===== src/design/rv_pkg.sv =====
package rv_pkg;

    // ----------------------------------------------------------
    // basic widths
    // ----------------------------------------------------------
    typedef logic [31:0] xlen_t;
    typedef logic [4:0]  reg_idx_t;
    typedef logic [6:0]  opcode_t;
    typedef logic [6:0]  funct7_t;

    // major opcodes of the RV32I base set that the core recognizes
    localparam opcode_t OPC_OP       = 7'b0110011;
    localparam opcode_t OPC_OP_IMM   = 7'b0010011;
    localparam opcode_t OPC_BRANCH   = 7'b1100011;
    localparam opcode_t OPC_JAL      = 7'b1101111;
    localparam opcode_t OPC_JALR     = 7'b1100111;
    localparam opcode_t OPC_LUI      = 7'b0110111;
    localparam opcode_t OPC_AUIPC    = 7'b0010111;
    localparam opcode_t OPC_MISC_MEM = 7'b0001111;
    localparam opcode_t OPC_SYSTEM   = 7'b1110011;

    // funct7 values separating ADD/SUB and the logical/arithmetic shifts
    localparam funct7_t F7_BASE = 7'b0000000;
    localparam funct7_t F7_ALT  = 7'b0100000;

    // ----------------------------------------------------------
    // instruction kinds and control states
    // ----------------------------------------------------------
    typedef enum logic [5:0] {
        UNKNOWN,
        ADD, SUB, XOR, OR, AND,
        SLL, SRL, SRA, SLT, SLTU,
        ADDI, XORI, ORI, ANDI,
        SLLI, SRLI, SRAI, SLTI, SLTIU,
        BEQ, BNE, BLT, BGE, BLTU, BGEU,
        JAL, JALR, LUI, AUIPC,
        FENCE, FENCEI, ECALL, EBREAK
    } inst_kind_e;

    typedef enum logic [1:0] {
        FETCH,
        EXECUTE,
        HALT
    } core_state_e;

    // ----------------------------------------------------------
    // bundles passed between the blocks
    // ----------------------------------------------------------
    typedef struct packed {
        inst_kind_e kind;
        reg_idx_t   rd;
        reg_idx_t   rs1;
        reg_idx_t   rs2;
        xlen_t      imm;
    } decoded_t;

    typedef struct packed {
        xlen_t result;
        xlen_t target;
        logic  redirect;
        logic  write_reg;
    } exec_result_t;

    typedef struct packed {
        xlen_t    pc;
        xlen_t    next_pc;
        xlen_t    data;
        reg_idx_t rd;
        logic     write;
    } retire_t;

endpackage


===== src/design/inst_decoder.sv =====
`timescale 1ns/1ps

module inst_decoder (
    input  logic             i_clk,
    input  logic             reset_i,
    input  logic             load_i,
    input  rv_pkg::xlen_t    inst_i,
    output rv_pkg::decoded_t dec_o
);

    rv_pkg::xlen_t      inst_q;
    rv_pkg::opcode_t    opcode;
    logic [2:0]         funct3;
    rv_pkg::funct7_t    funct7;
    rv_pkg::inst_kind_e kind;
    rv_pkg::xlen_t      imm_i_type;
    rv_pkg::xlen_t      imm_b_type;
    rv_pkg::xlen_t      imm_u_type;
    rv_pkg::xlen_t      imm_j_type;
    rv_pkg::xlen_t      imm_shamt;

    // a cleared register decodes as UNKNOWN since opcode zero is not used
    always_ff @(posedge i_clk) begin
        if (reset_i) begin
            inst_q <= '0;
        end else if (load_i) begin
            inst_q <= inst_i;
        end
    end

    assign opcode = inst_q[6:0];
    assign funct3 = inst_q[14:12];
    assign funct7 = inst_q[31:25];

    // ----------------------------------------------------------
    // immediate formats
    // ----------------------------------------------------------
    assign imm_i_type = {{20{inst_q[31]}}, inst_q[31:20]};
    assign imm_b_type = {{19{inst_q[31]}}, inst_q[31], inst_q[7], inst_q[30:25],
                         inst_q[11:8], 1'b0};
    assign imm_u_type = {inst_q[31:12], 12'b0};
    assign imm_j_type = {{11{inst_q[31]}}, inst_q[31], inst_q[19:12], inst_q[20],
                         inst_q[30:21], 1'b0};
    assign imm_shamt  = {27'b0, inst_q[24:20]};

    // ----------------------------------------------------------
    // opcode classification
    // ----------------------------------------------------------
    always_comb begin
        kind = rv_pkg::UNKNOWN;
        case (opcode)
            rv_pkg::OPC_OP: begin
                if (funct7 == rv_pkg::F7_BASE) begin
                    case (funct3)
                        3'b000: kind = rv_pkg::ADD;
                        3'b001: kind = rv_pkg::SLL;
                        3'b010: kind = rv_pkg::SLT;
                        3'b011: kind = rv_pkg::SLTU;
                        3'b100: kind = rv_pkg::XOR;
                        3'b101: kind = rv_pkg::SRL;
                        3'b110: kind = rv_pkg::OR;
                        default: kind = rv_pkg::AND;
                    endcase
                end else if (funct7 == rv_pkg::F7_ALT && funct3 == 3'b000) begin
                    kind = rv_pkg::SUB;
                end else if (funct7 == rv_pkg::F7_ALT && funct3 == 3'b101) begin
                    kind = rv_pkg::SRA;
                end
            end
            rv_pkg::OPC_OP_IMM: begin
                case (funct3)
                    3'b000: kind = rv_pkg::ADDI;
                    3'b010: kind = rv_pkg::SLTI;
                    3'b011: kind = rv_pkg::SLTIU;
                    3'b100: kind = rv_pkg::XORI;
                    3'b110: kind = rv_pkg::ORI;
                    3'b111: kind = rv_pkg::ANDI;
                    3'b001: begin
                        if (funct7 == rv_pkg::F7_BASE) kind = rv_pkg::SLLI;
                    end
                    default: begin
                        if (funct7 == rv_pkg::F7_BASE) kind = rv_pkg::SRLI;
                        else if (funct7 == rv_pkg::F7_ALT) kind = rv_pkg::SRAI;
                    end
                endcase
            end
            rv_pkg::OPC_BRANCH: begin
                case (funct3)
                    3'b000: kind = rv_pkg::BEQ;
                    3'b001: kind = rv_pkg::BNE;
                    3'b100: kind = rv_pkg::BLT;
                    3'b101: kind = rv_pkg::BGE;
                    3'b110: kind = rv_pkg::BLTU;
                    3'b111: kind = rv_pkg::BGEU;
                    default: kind = rv_pkg::UNKNOWN;
                endcase
            end
            rv_pkg::OPC_JAL:   kind = rv_pkg::JAL;
            rv_pkg::OPC_JALR: begin
                if (funct3 == 3'b000) kind = rv_pkg::JALR;
            end
            rv_pkg::OPC_LUI:   kind = rv_pkg::LUI;
            rv_pkg::OPC_AUIPC: kind = rv_pkg::AUIPC;
            rv_pkg::OPC_MISC_MEM: begin
                if (funct3 == 3'b000) kind = rv_pkg::FENCE;
                else if (funct3 == 3'b001) kind = rv_pkg::FENCEI;
            end
            rv_pkg::OPC_SYSTEM: begin
                // anything else under SYSTEM is a CSR access and stays unknown
                if (inst_q[31:7] == 25'd0) kind = rv_pkg::ECALL;
                else if (inst_q[31:7] == {12'd1, 13'd0}) kind = rv_pkg::EBREAK;
            end
            default: kind = rv_pkg::UNKNOWN;
        endcase
    end

    always_comb begin
        dec_o.kind = kind;
        dec_o.rd   = inst_q[11:7];
        dec_o.rs1  = inst_q[19:15];
        dec_o.rs2  = inst_q[24:20];
        case (kind)
            rv_pkg::SLLI, rv_pkg::SRLI, rv_pkg::SRAI: dec_o.imm = imm_shamt;
            rv_pkg::ADDI, rv_pkg::SLTI, rv_pkg::SLTIU, rv_pkg::XORI,
            rv_pkg::ORI, rv_pkg::ANDI, rv_pkg::JALR:   dec_o.imm = imm_i_type;
            rv_pkg::BEQ, rv_pkg::BNE, rv_pkg::BLT, rv_pkg::BGE,
            rv_pkg::BLTU, rv_pkg::BGEU:                dec_o.imm = imm_b_type;
            rv_pkg::LUI, rv_pkg::AUIPC:                dec_o.imm = imm_u_type;
            rv_pkg::JAL:                               dec_o.imm = imm_j_type;
            default:                                   dec_o.imm = '0;
        endcase
    end

endmodule


===== src/design/reg_file.sv =====
`timescale 1ns/1ps

module reg_file (
    input  logic             i_clk,
    input  logic             reset_i,
    input  rv_pkg::reg_idx_t rs1_i,
    input  rv_pkg::reg_idx_t rs2_i,
    output rv_pkg::xlen_t    rdata1_o,
    output rv_pkg::xlen_t    rdata2_o,
    input  logic             we_i,
    input  rv_pkg::reg_idx_t rd_i,
    input  rv_pkg::xlen_t    wdata_i
);

    // x0 has no storage behind it
    rv_pkg::xlen_t regs [1:31];

    always_ff @(posedge i_clk) begin
        if (reset_i) begin
            for (int i = 1; i < 32; i++) begin
                regs[i] <= '0;
            end
        end else if (we_i) begin
            regs[rd_i] <= wdata_i;
        end
    end

    // reads see the old value when the same register is written this cycle
    assign rdata1_o = (rs1_i == '0) ? '0 : regs[rs1_i];
    assign rdata2_o = (rs2_i == '0) ? '0 : regs[rs2_i];

endmodule


===== src/design/execute.sv =====
`timescale 1ns/1ps

module execute (
    input  rv_pkg::decoded_t     dec_i,
    input  rv_pkg::xlen_t        operand1_i,
    input  rv_pkg::xlen_t        operand2_i,
    input  rv_pkg::xlen_t        pc_i,
    output rv_pkg::exec_result_t res_o
);

    logic          use_imm;
    rv_pkg::xlen_t src_b;
    rv_pkg::xlen_t pc_plus4;
    rv_pkg::xlen_t pc_plus_imm;
    logic          taken;
    logic          writes;

    // the immediate forms share the ALU with their register forms
    assign use_imm = dec_i.kind inside {rv_pkg::ADDI, rv_pkg::XORI, rv_pkg::ORI,
                                        rv_pkg::ANDI, rv_pkg::SLLI, rv_pkg::SRLI,
                                        rv_pkg::SRAI, rv_pkg::SLTI, rv_pkg::SLTIU};
    assign src_b       = use_imm ? dec_i.imm : operand2_i;
    assign pc_plus4    = pc_i + 32'd4;
    assign pc_plus_imm = pc_i + dec_i.imm;

    // ----------------------------------------------------------
    // branch condition
    // ----------------------------------------------------------
    always_comb begin
        case (dec_i.kind)
            rv_pkg::BEQ:  taken = (operand1_i == operand2_i);
            rv_pkg::BNE:  taken = (operand1_i != operand2_i);
            rv_pkg::BLT:  taken = ($signed(operand1_i) <  $signed(operand2_i));
            rv_pkg::BGE:  taken = ($signed(operand1_i) >= $signed(operand2_i));
            rv_pkg::BLTU: taken = (operand1_i <  operand2_i);
            rv_pkg::BGEU: taken = (operand1_i >= operand2_i);
            default:      taken = 1'b0;
        endcase
    end

    // ----------------------------------------------------------
    // result, target and flags
    // ----------------------------------------------------------
    always_comb begin
        res_o.result   = '0;
        res_o.target   = '0;
        res_o.redirect = 1'b0;
        writes         = 1'b1;
        case (dec_i.kind)
            rv_pkg::ADD, rv_pkg::ADDI: res_o.result = operand1_i + src_b;
            rv_pkg::SUB:               res_o.result = operand1_i - operand2_i;
            rv_pkg::XOR, rv_pkg::XORI: res_o.result = operand1_i ^ src_b;
            rv_pkg::OR,  rv_pkg::ORI:  res_o.result = operand1_i | src_b;
            rv_pkg::AND, rv_pkg::ANDI: res_o.result = operand1_i & src_b;
            rv_pkg::SLL, rv_pkg::SLLI: res_o.result = operand1_i << src_b[4:0];
            rv_pkg::SRL, rv_pkg::SRLI: res_o.result = operand1_i >> src_b[4:0];
            rv_pkg::SRA, rv_pkg::SRAI: res_o.result = $signed(operand1_i) >>> src_b[4:0];
            rv_pkg::SLT, rv_pkg::SLTI: begin
                res_o.result = {31'b0, $signed(operand1_i) < $signed(src_b)};
            end
            rv_pkg::SLTU, rv_pkg::SLTIU: begin
                res_o.result = {31'b0, operand1_i < src_b};
            end
            rv_pkg::BEQ, rv_pkg::BNE, rv_pkg::BLT, rv_pkg::BGE,
            rv_pkg::BLTU, rv_pkg::BGEU: begin
                res_o.result   = {31'b0, taken};
                res_o.target   = pc_plus_imm;
                res_o.redirect = taken;
                writes         = 1'b0;
            end
            rv_pkg::JAL: begin
                res_o.result   = pc_plus4;
                res_o.target   = pc_plus_imm;
                res_o.redirect = 1'b1;
            end
            rv_pkg::JALR: begin
                res_o.result   = pc_plus4;
                res_o.target   = (operand1_i + dec_i.imm) & ~32'd1;
                res_o.redirect = 1'b1;
            end
            rv_pkg::LUI:   res_o.result = dec_i.imm;
            rv_pkg::AUIPC: res_o.result = pc_plus_imm;
            // fences, system calls and unknown words retire without a write
            default: writes = 1'b0;
        endcase
        res_o.write_reg = writes && (dec_i.rd != '0);
    end

endmodule


===== src/design/pc_counter.sv =====
`timescale 1ns/1ps

module pc_counter #(
    parameter rv_pkg::xlen_t RESET_PC = 32'h0000_0000
) (
    input  logic          i_clk,
    input  logic          reset_i,
    input  logic          step_i,
    input  logic          redirect_i,
    input  rv_pkg::xlen_t target_i,
    output rv_pkg::xlen_t pc_o,
    output rv_pkg::xlen_t instret_o
);

    rv_pkg::xlen_t pc_q;
    rv_pkg::xlen_t instret_q;

    always_ff @(posedge i_clk) begin
        if (reset_i) begin
            pc_q <= RESET_PC;
        end else if (step_i) begin
            if (redirect_i) begin
                pc_q <= target_i;
            end else begin
                pc_q <= pc_q + 32'd4;
            end
        end
    end

    // one step per retired instruction
    always_ff @(posedge i_clk) begin
        if (reset_i) begin
            instret_q <= '0;
        end else if (step_i) begin
            instret_q <= instret_q + 32'd1;
        end
    end

    assign pc_o      = pc_q;
    assign instret_o = instret_q;

endmodule


===== src/design/core_control.sv =====
`timescale 1ns/1ps

module core_control (
    input  logic               i_clk,
    input  logic               reset_i,
    input  logic               run_i,
    input  rv_pkg::inst_kind_e kind_i,
    output logic               load_o,
    output logic               step_o,
    output logic               retire_o,
    output logic               halted_o
);

    rv_pkg::core_state_e state_q;
    rv_pkg::core_state_e state_d;

    always_ff @(posedge i_clk) begin
        if (reset_i) begin
            state_q <= rv_pkg::FETCH;
        end else begin
            state_q <= state_d;
        end
    end

    always_comb begin
        state_d = state_q;
        case (state_q)
            rv_pkg::FETCH: begin
                if (run_i) state_d = rv_pkg::EXECUTE;
            end
            rv_pkg::EXECUTE: begin
                // a system call still retires before the core stops
                if (kind_i == rv_pkg::ECALL || kind_i == rv_pkg::EBREAK) begin
                    state_d = rv_pkg::HALT;
                end else begin
                    state_d = rv_pkg::FETCH;
                end
            end
            default: state_d = rv_pkg::HALT;
        endcase
    end

    assign load_o   = (state_q == rv_pkg::FETCH) && run_i;
    assign step_o   = (state_q == rv_pkg::EXECUTE);
    assign retire_o = (state_q == rv_pkg::EXECUTE);
    assign halted_o = (state_q == rv_pkg::HALT);

endmodule


===== src/design/rv_core.sv =====
`timescale 1ns/1ps

module rv_core #(
    parameter rv_pkg::xlen_t RESET_PC = 32'h0000_0000
) (
    input  logic            i_clk,
    input  logic            reset_i,
    input  logic            run_i,
    output rv_pkg::xlen_t   imem_addr_o,
    input  rv_pkg::xlen_t   imem_data_i,
    output logic            retire_o,
    output rv_pkg::retire_t retire_info_o,
    output logic            halted_o,
    output rv_pkg::xlen_t   instret_o
);

    logic                 load;
    logic                 step;
    rv_pkg::decoded_t     dec;
    rv_pkg::xlen_t        rdata1;
    rv_pkg::xlen_t        rdata2;
    rv_pkg::exec_result_t exec_res;
    rv_pkg::xlen_t        pc;

    core_control u_control (
        .i_clk   (i_clk),
        .reset_i (reset_i),
        .run_i   (run_i),
        .kind_i  (dec.kind),
        .load_o  (load),
        .step_o  (step),
        .retire_o(retire_o),
        .halted_o(halted_o)
    );

    pc_counter #(.RESET_PC(RESET_PC)) u_pc (
        .i_clk     (i_clk),
        .reset_i   (reset_i),
        .step_i    (step),
        .redirect_i(exec_res.redirect),
        .target_i  (exec_res.target),
        .pc_o      (pc),
        .instret_o (instret_o)
    );

    inst_decoder u_decoder (
        .i_clk  (i_clk),
        .reset_i(reset_i),
        .load_i (load),
        .inst_i (imem_data_i),
        .dec_o  (dec)
    );

    reg_file u_regs (
        .i_clk   (i_clk),
        .reset_i (reset_i),
        .rs1_i   (dec.rs1),
        .rs2_i   (dec.rs2),
        .rdata1_o(rdata1),
        .rdata2_o(rdata2),
        .we_i    (exec_res.write_reg && step),
        .rd_i    (dec.rd),
        .wdata_i (exec_res.result)
    );

    execute u_execute (
        .dec_i     (dec),
        .operand1_i(rdata1),
        .operand2_i(rdata2),
        .pc_i      (pc),
        .res_o     (exec_res)
    );

    // ----------------------------------------------------------
    // fetch address and retire record
    // ----------------------------------------------------------
    assign imem_addr_o = pc;

    assign retire_info_o.pc      = pc;
    assign retire_info_o.next_pc = exec_res.redirect ? exec_res.target : pc + 32'd4;
    assign retire_info_o.data    = exec_res.result;
    assign retire_info_o.rd      = dec.rd;
    assign retire_info_o.write   = exec_res.write_reg;

endmodule


===== config.mk =====
export PLATFORM = sky130hd
export DESIGN_NAME = rv_core
export DESIGN_NICKNAME = d
export VERILOG_FILES = /design/src/design/rv_pkg.sv /design/src/design/inst_decoder.sv /design/src/design/reg_file.sv /design/src/design/execute.sv /design/src/design/pc_counter.sv /design/src/design/core_control.sv /design/src/design/rv_core.sv
export SDC_FILE = /design/constraint.sdc
export NUM_CORES = 2
export LEC_CHECK = 0
export BUFFER_PORTS_ARGS = -buffer_cell sky130_fd_sc_hd__buf_2
export CORE_UTILIZATION = 65
export CTS_BUF_LIST = sky130_fd_sc_hd__clkbuf_16
export DETAILED_ROUTE_END_ITERATION = 10
export GPL_TIMING_DRIVEN = 0
export HOLD_SLACK_MARGIN = 0.1
export PLACE_DENSITY = 0.8
export SLEW_MARGIN = 10
export SYNTH_ARGS = -nofsm -noshare
export SYNTH_HDL_FRONTEND = slang
export SYNTH_SLANG_ARGS = --single-unit

===== constraint.sdc =====
create_clock -name i_clk -period 19.2 [get_ports i_clk]
set_clock_uncertainty 0.1 [all_clocks]
set_input_delay 0.96 -clock i_clk [delete_from_list [all_inputs] [get_ports i_clk]]
set_output_delay 0.96 -clock i_clk [all_outputs]
set_load 0.05 [all_outputs]

==> results of run 1 <==
## synth_stat cells (33+ instances only)
library cell / count / share of area
nand2b_1: 61 / 0.0052
and3_1: 47 / 0.0040
nor2_1: 1292 / 0.067
a31oi_1: 43 / 0.0037
buf_4: 65 / 0.0067
mux4_2: 636 / 0.20
o211ai_1: 39 / 0.0040
a211oi_1: 40 / 0.0041
xor2_1: 72 / 0.0087
mux2_2: 43 / 0.0066
dfxtp_1: 108 / 0.030
edfxtp_1: 1024 / 0.42
o22ai_1: 34 / 0.0029
ha_1: 192 / 0.033
clkbuf_1: 288 / 0.015
xnor2_1: 76 / 0.0091
a21o_1: 74 / 0.0076
buf_2: 173 / 0.012
nand4_1: 33 / 0.0028
nand2_1: 440 / 0.023
nor3_1: 94 / 0.0065
buf_1: 46 / 0.0024
o21ai_0: 185 / 0.013
mux2i_1: 35 / 0.0048
nand3_1: 130 / 0.0089
inv_1: 143 / 0.0074
a21oi_1: 345 / 0.024
a221oi_1: 35 / 0.0042
o21bai_1: 35 / 0.0036
## through the flow
step           hold WS (ns)  instance area, um^2  utilization  cells  worst slack, ns
2_1_floorplan        0.3581                72950            -   6411            10.49
4_1_cts              0.3317                80760       0.7287   8355            4.708
3_3_place_gp         0.3816                75820       0.6841   8100            5.890
3_5_place_dp         0.3938                77010       0.6949   8149            6.118
## kinds of logic after synthesis
| group | Yosys count |
|---|---|
| AO/OA/AOI/OAI | 1166 |
| XOR/XNOR | 148 |
| adder cells (fa/ha/maj) | 196 |
| buffers and inverters | 745 |
| flip-flops | 1132 |
| multiplexers | 714 |
| other | 1 |
| AND/OR/NAND/NOR | 2278 |
## routing by layer
layer / GRT overflow / GRT usage
met1: 164 / 0.8824
met2: 1446 / 1.010
met3: 266 / 0.8135
met4: 796 / 0.9160
met5: 49 / 0.6021
==> metrics, run 1 <==
error msg [ERROR GRT-0116] Global routing finished with congestion. Check the congestion regions in the DRC Viewer.; mux share of post-synthesis cell area 0.2081; main combinational cell family by area after synthesis multiplexers; RD Place Congestion 1.161; CTS H-tree depth 3; #FFs+latches synth 1132; IO buf count 201; Synth Area in Adders 0.03408; Tot GR Track Use 0.9005; Synth Area in Compound Gates 0.1072; ys flop type edfxtp_1; I/O pin count 203; Post-Synthesis Cells 6380; XOR/XNOR Fraction of Synth Area 0.01780; CTS-repair resized insts 0; Post-Synth Simple-Gate Area 0.1355; number of flops mapped to enable cells by yosys 1024; Die Wd 336.7 um; Die H 336.7 um; clk root buf clkbuf_16; status stopped before the end; cts bufs inserted 110; Post-synth ARST share 0; sequential area share after synthesis 0.4519; detailed placement HPWL 301100 um; first-pass GRT wire length 727400 um; grt ovf 2721; postcts setup bufs 0; hold_buf cts 0; syn_area_per_cell 11.42 um^2; Fail Step 5_1_grt; Initial Utilization 0.6572; vias in the first global route 85.20k; synth warn 0; Syn Std Cell Area 72830 um^2; Site Rows 122; Unique masters post-synth 119; largest buffer count on any clock path 3; CTS Sinks 1132; pin count of the biggest net entering global routing 24
==> run 2, diff against run 1 <==
CORE_UTILIZATION = 40   (was 65)
CTS_BUF_LIST = not set   (was sky130_fd_sc_hd__clkbuf_16)
HOLD_SLACK_MARGIN = not set   (was 0.1)
PLACE_DENSITY = not set   (was 0.8)
PLACE_DENSITY_LB_ADDON = 0.15   (was not set)
==> run 2 against run 1 <==
Net effect: synthesized cell count did not move; the flow now finishes, with violations (max-capacitance violations, max-slew violations); area after synthesis did not move.
==> metrics, run 2 <==
#FFs+latches synth 1132 (unchanged); pin count of the biggest net entering global routing 33; final setup TNS 0 ns; Post-Place Worst Slack 5.730 ns (-0.3880 ns); Syn Std Cell Area 72830 um^2 (unchanged); Final Hold Vio Count 0; Yosys top cell area share 0.4222 (unchanged); Post-synth ARST share 0 (unchanged); Slowest-stage cell, CP clkbuf_1; Slew headroom -0.03815; main combinational cell family by area after synthesis multiplexers; Worst path most repeated cell buf_2; Final min period 15.25 ns; top register by number of flip-flops u_regs.regs; first-pass GRT wire length 523900 um; Crit Path Max Fanout 10; Int Power 4.816 mW; Switch Pwr 2.526 mW; Worst Hold Class input port to register; largest buffer count on any clock path 3 (unchanged); Skew-Pair Late Insertion Delay 0.82 ns; RSZ-0062 raised after global routing false; synth warn 0 (unchanged); Commonest cells post-synth nor2_1, edfxtp_1, mux4_2; combinational fraction of design power 0.262; mux share of post-synthesis cell area 0.2081 (unchanged); most frequent cells in the layout nor2_1, edfxtp_1, mux4_2; Worst-path clk slew 0.06 ns; Synth Area in Adders 0.03408 (unchanged); area occupied by multi-input gates 37150 um^2; Via density 6.884; register area 32910 um^2; Initial Utilization 0.4030 (-0.2542); I/O pin count 203 (unchanged); IO buf count 201 (unchanged); Site Rows 156 (+28%); postcts setup bufs 0 (unchanged); Tot GR Track Use 0.4220; Max-cap violations 3; clock share of power 0.354; CTS Sinks 1132 (unchanged); die area 183800 um^2; WL/cell 42.66 um; Least-Margin Pin Slew 1.557 ns; Die Wd 428.7 um (+27%); CP arrival 14.19 ns; Fill cells 16.97k; critical setup path kind register to output pin; Post-Synth Simple-Gate Area 0.1355 (unchanged); Seq pwr share 0.383; worst r2r path cells 28; flop2flop setup slack 5.60 ns; number of flops mapped to enable cells by yosys 1024 (unchanged); vias in the first global route 60.55k; Pleak 29.05 nW; initial antenna violation count 26; Final ANT Viol Nets 0; layout cells sized above 1 0.2268; RD Place Congestion 1.083 (-6.7%); Post-Synthesis Cells 6380 (unchanged); fmax 0.06559 GHz; Synth area leaders edfxtp_1, mux4_2, nor2_1, ha_1, dfxtp_1; Area growth, synth to finish 13.03%; XOR/XNOR Fraction of Synth Area 0.01780 (unchanged); Unique masters post-synth 119 (unchanged); Die H 428.7 um (+27%); setup violators final 0; slowest cell delay on critical path 1.10 ns; worst path required time 18.14 ns; CP startpoint kind register; Final WS setup 3.954 ns; R2R Path End u_regs.regs[3][27]; most common cell in the netlist nor2_1; Worst Hold Slack 0.2962 ns; sequential area share after synthesis 0.4519 (unchanged); cts bufs inserted 130 (+18%); core area 180700 um^2; DR vias 63.84k; Critical Path Sink retire_info_o[33]; CTS tree built; Final nets 7014; ys flop type edfxtp_1; status complete, but fails checks; Pre-antenna DRT Iters 10; final slew viol count 31; Largest register FFs 1024; Synth area leader edfxtp_1; peak supply drop 82.50 uV; detailed placement HPWL 291200 um (-3.3%); final WL 395600 um; syn_area_per_cell 11.42 um^2 (unchanged); CTS-repair resized insts 0 (unchanged); grt ovf 0; sw frac 0.3440; failing checks max-capacitance violations, max-slew violations; most common cell after layout, fill and taps aside nor2_1; Synth Area in Compound Gates 0.1072 (unchanged); period utilization 0.7941; drt drc 0; hold_buf cts 0 (unchanged); clk root buf clkbuf_16; initial drt markers 10.76k; Crit. End Element output pin; CTS H-tree depth 4 (+1); PwrDens 89.18 nW/um^2
-- run 2: cell counts after synthesis --
No cell type changed its count.
-- run 2: power groups by stage --
stage          clock network [mW]  logic [mW]  registers (mW)
3_5_place_dp                    0        1.82            2.86
6_report                     2.60        1.93            2.82
5_1_grt                      2.67        1.93            2.82
2_1_floorplan                   0        1.03            2.85
4_1_cts                      2.58        1.83            2.81
3_3_place_gp                    0        1.80            2.86
-- run 2: final cells by class --
class,count,area share
diodes,16,0.0004864
plain buffers,578,0.03339
clock buffers,168,0.04278
clock inverters,69,0.009575
inverters,167,0.007614
multi-input cells,4534,0.4512
flip-flops and latches,1132,0.3998
well taps,2370,0.03602
repair buffers,240,0.01912
-- run 2: worst min path at each step --
stage | startpoint | endpoint | slack [ns] | cells after the start
final | imem_data_i[27] | u_decoder.inst_q[27] | 0.30 | 3
after detailed placement | u_pc.instret_o[1] | u_pc.instret_o[1] | 0.39 | 2
after CTS | imem_data_i[28] | u_decoder.inst_q[28] | 0.27 | 3
after floorplan | u_decoder.inst_q[19] | register | 0.36 | 2
after global routing | imem_data_i[9] | u_decoder.inst_q[9] | 0.29 | 3
after global placement | u_pc.instret_o[1] | u_pc.instret_o[1] | 0.38 | 2
-- run 2: logic make-up (layout without fill, tap and decap cells) --
logic type,Yosys count,after routing
AND/OR/NAND/NOR,2278,2278
flip-flops,1132,1132
multiplexers,714,714
adder cells (fa/ha/maj),196,196
XOR/XNOR,148,148
AO/OA/AOI/OAI,1166,1166
buffers and inverters,745,1222
other,1,48
-- run 2: layer usage --
metal	share of wire	wire length, um	global-route usage	vias up
li1	-	-	-	24945
met1	0.33	130000	0.4771	31943
met2	0.44	173200	0.6419	5350
met3	0.12	49290	0.1360	1584
met4	0.11	43050	0.3723	22
met5	0.00035	137	0	-
-- run 2: through the flow --
stage / util / power, mW / cell area, um^2 / std cells
final: 0.4555 / 7.342 / 82320 / 9274
after global routing: 0.4553 / 7.426 / 82290 / 9259
after CTS: 0.4551 / 7.227 / 82260 / 9257
after detailed placement: 0.4313 / 4.688 / 77950 / 9020
after global placement: 0.4256 / 4.669 / 76920 / 8982
after floorplan: - / 3.882 / 72950 / 6411
-- run 2: critical path, delay by kind of cell, from the launching register on --
family,cells,cell delay (ns)
buffers and inverters,11,5.80
flip-flops,1,0.42
multiplexers,3,1.48
adder cells (fa/ha/maj),1,0.38
AO/OA/AOI/OAI,6,1.90
XOR/XNOR,1,0.19
AND/OR/NAND/NOR,7,3.13
No activity file was read; power rests on OpenSTA's default activity.
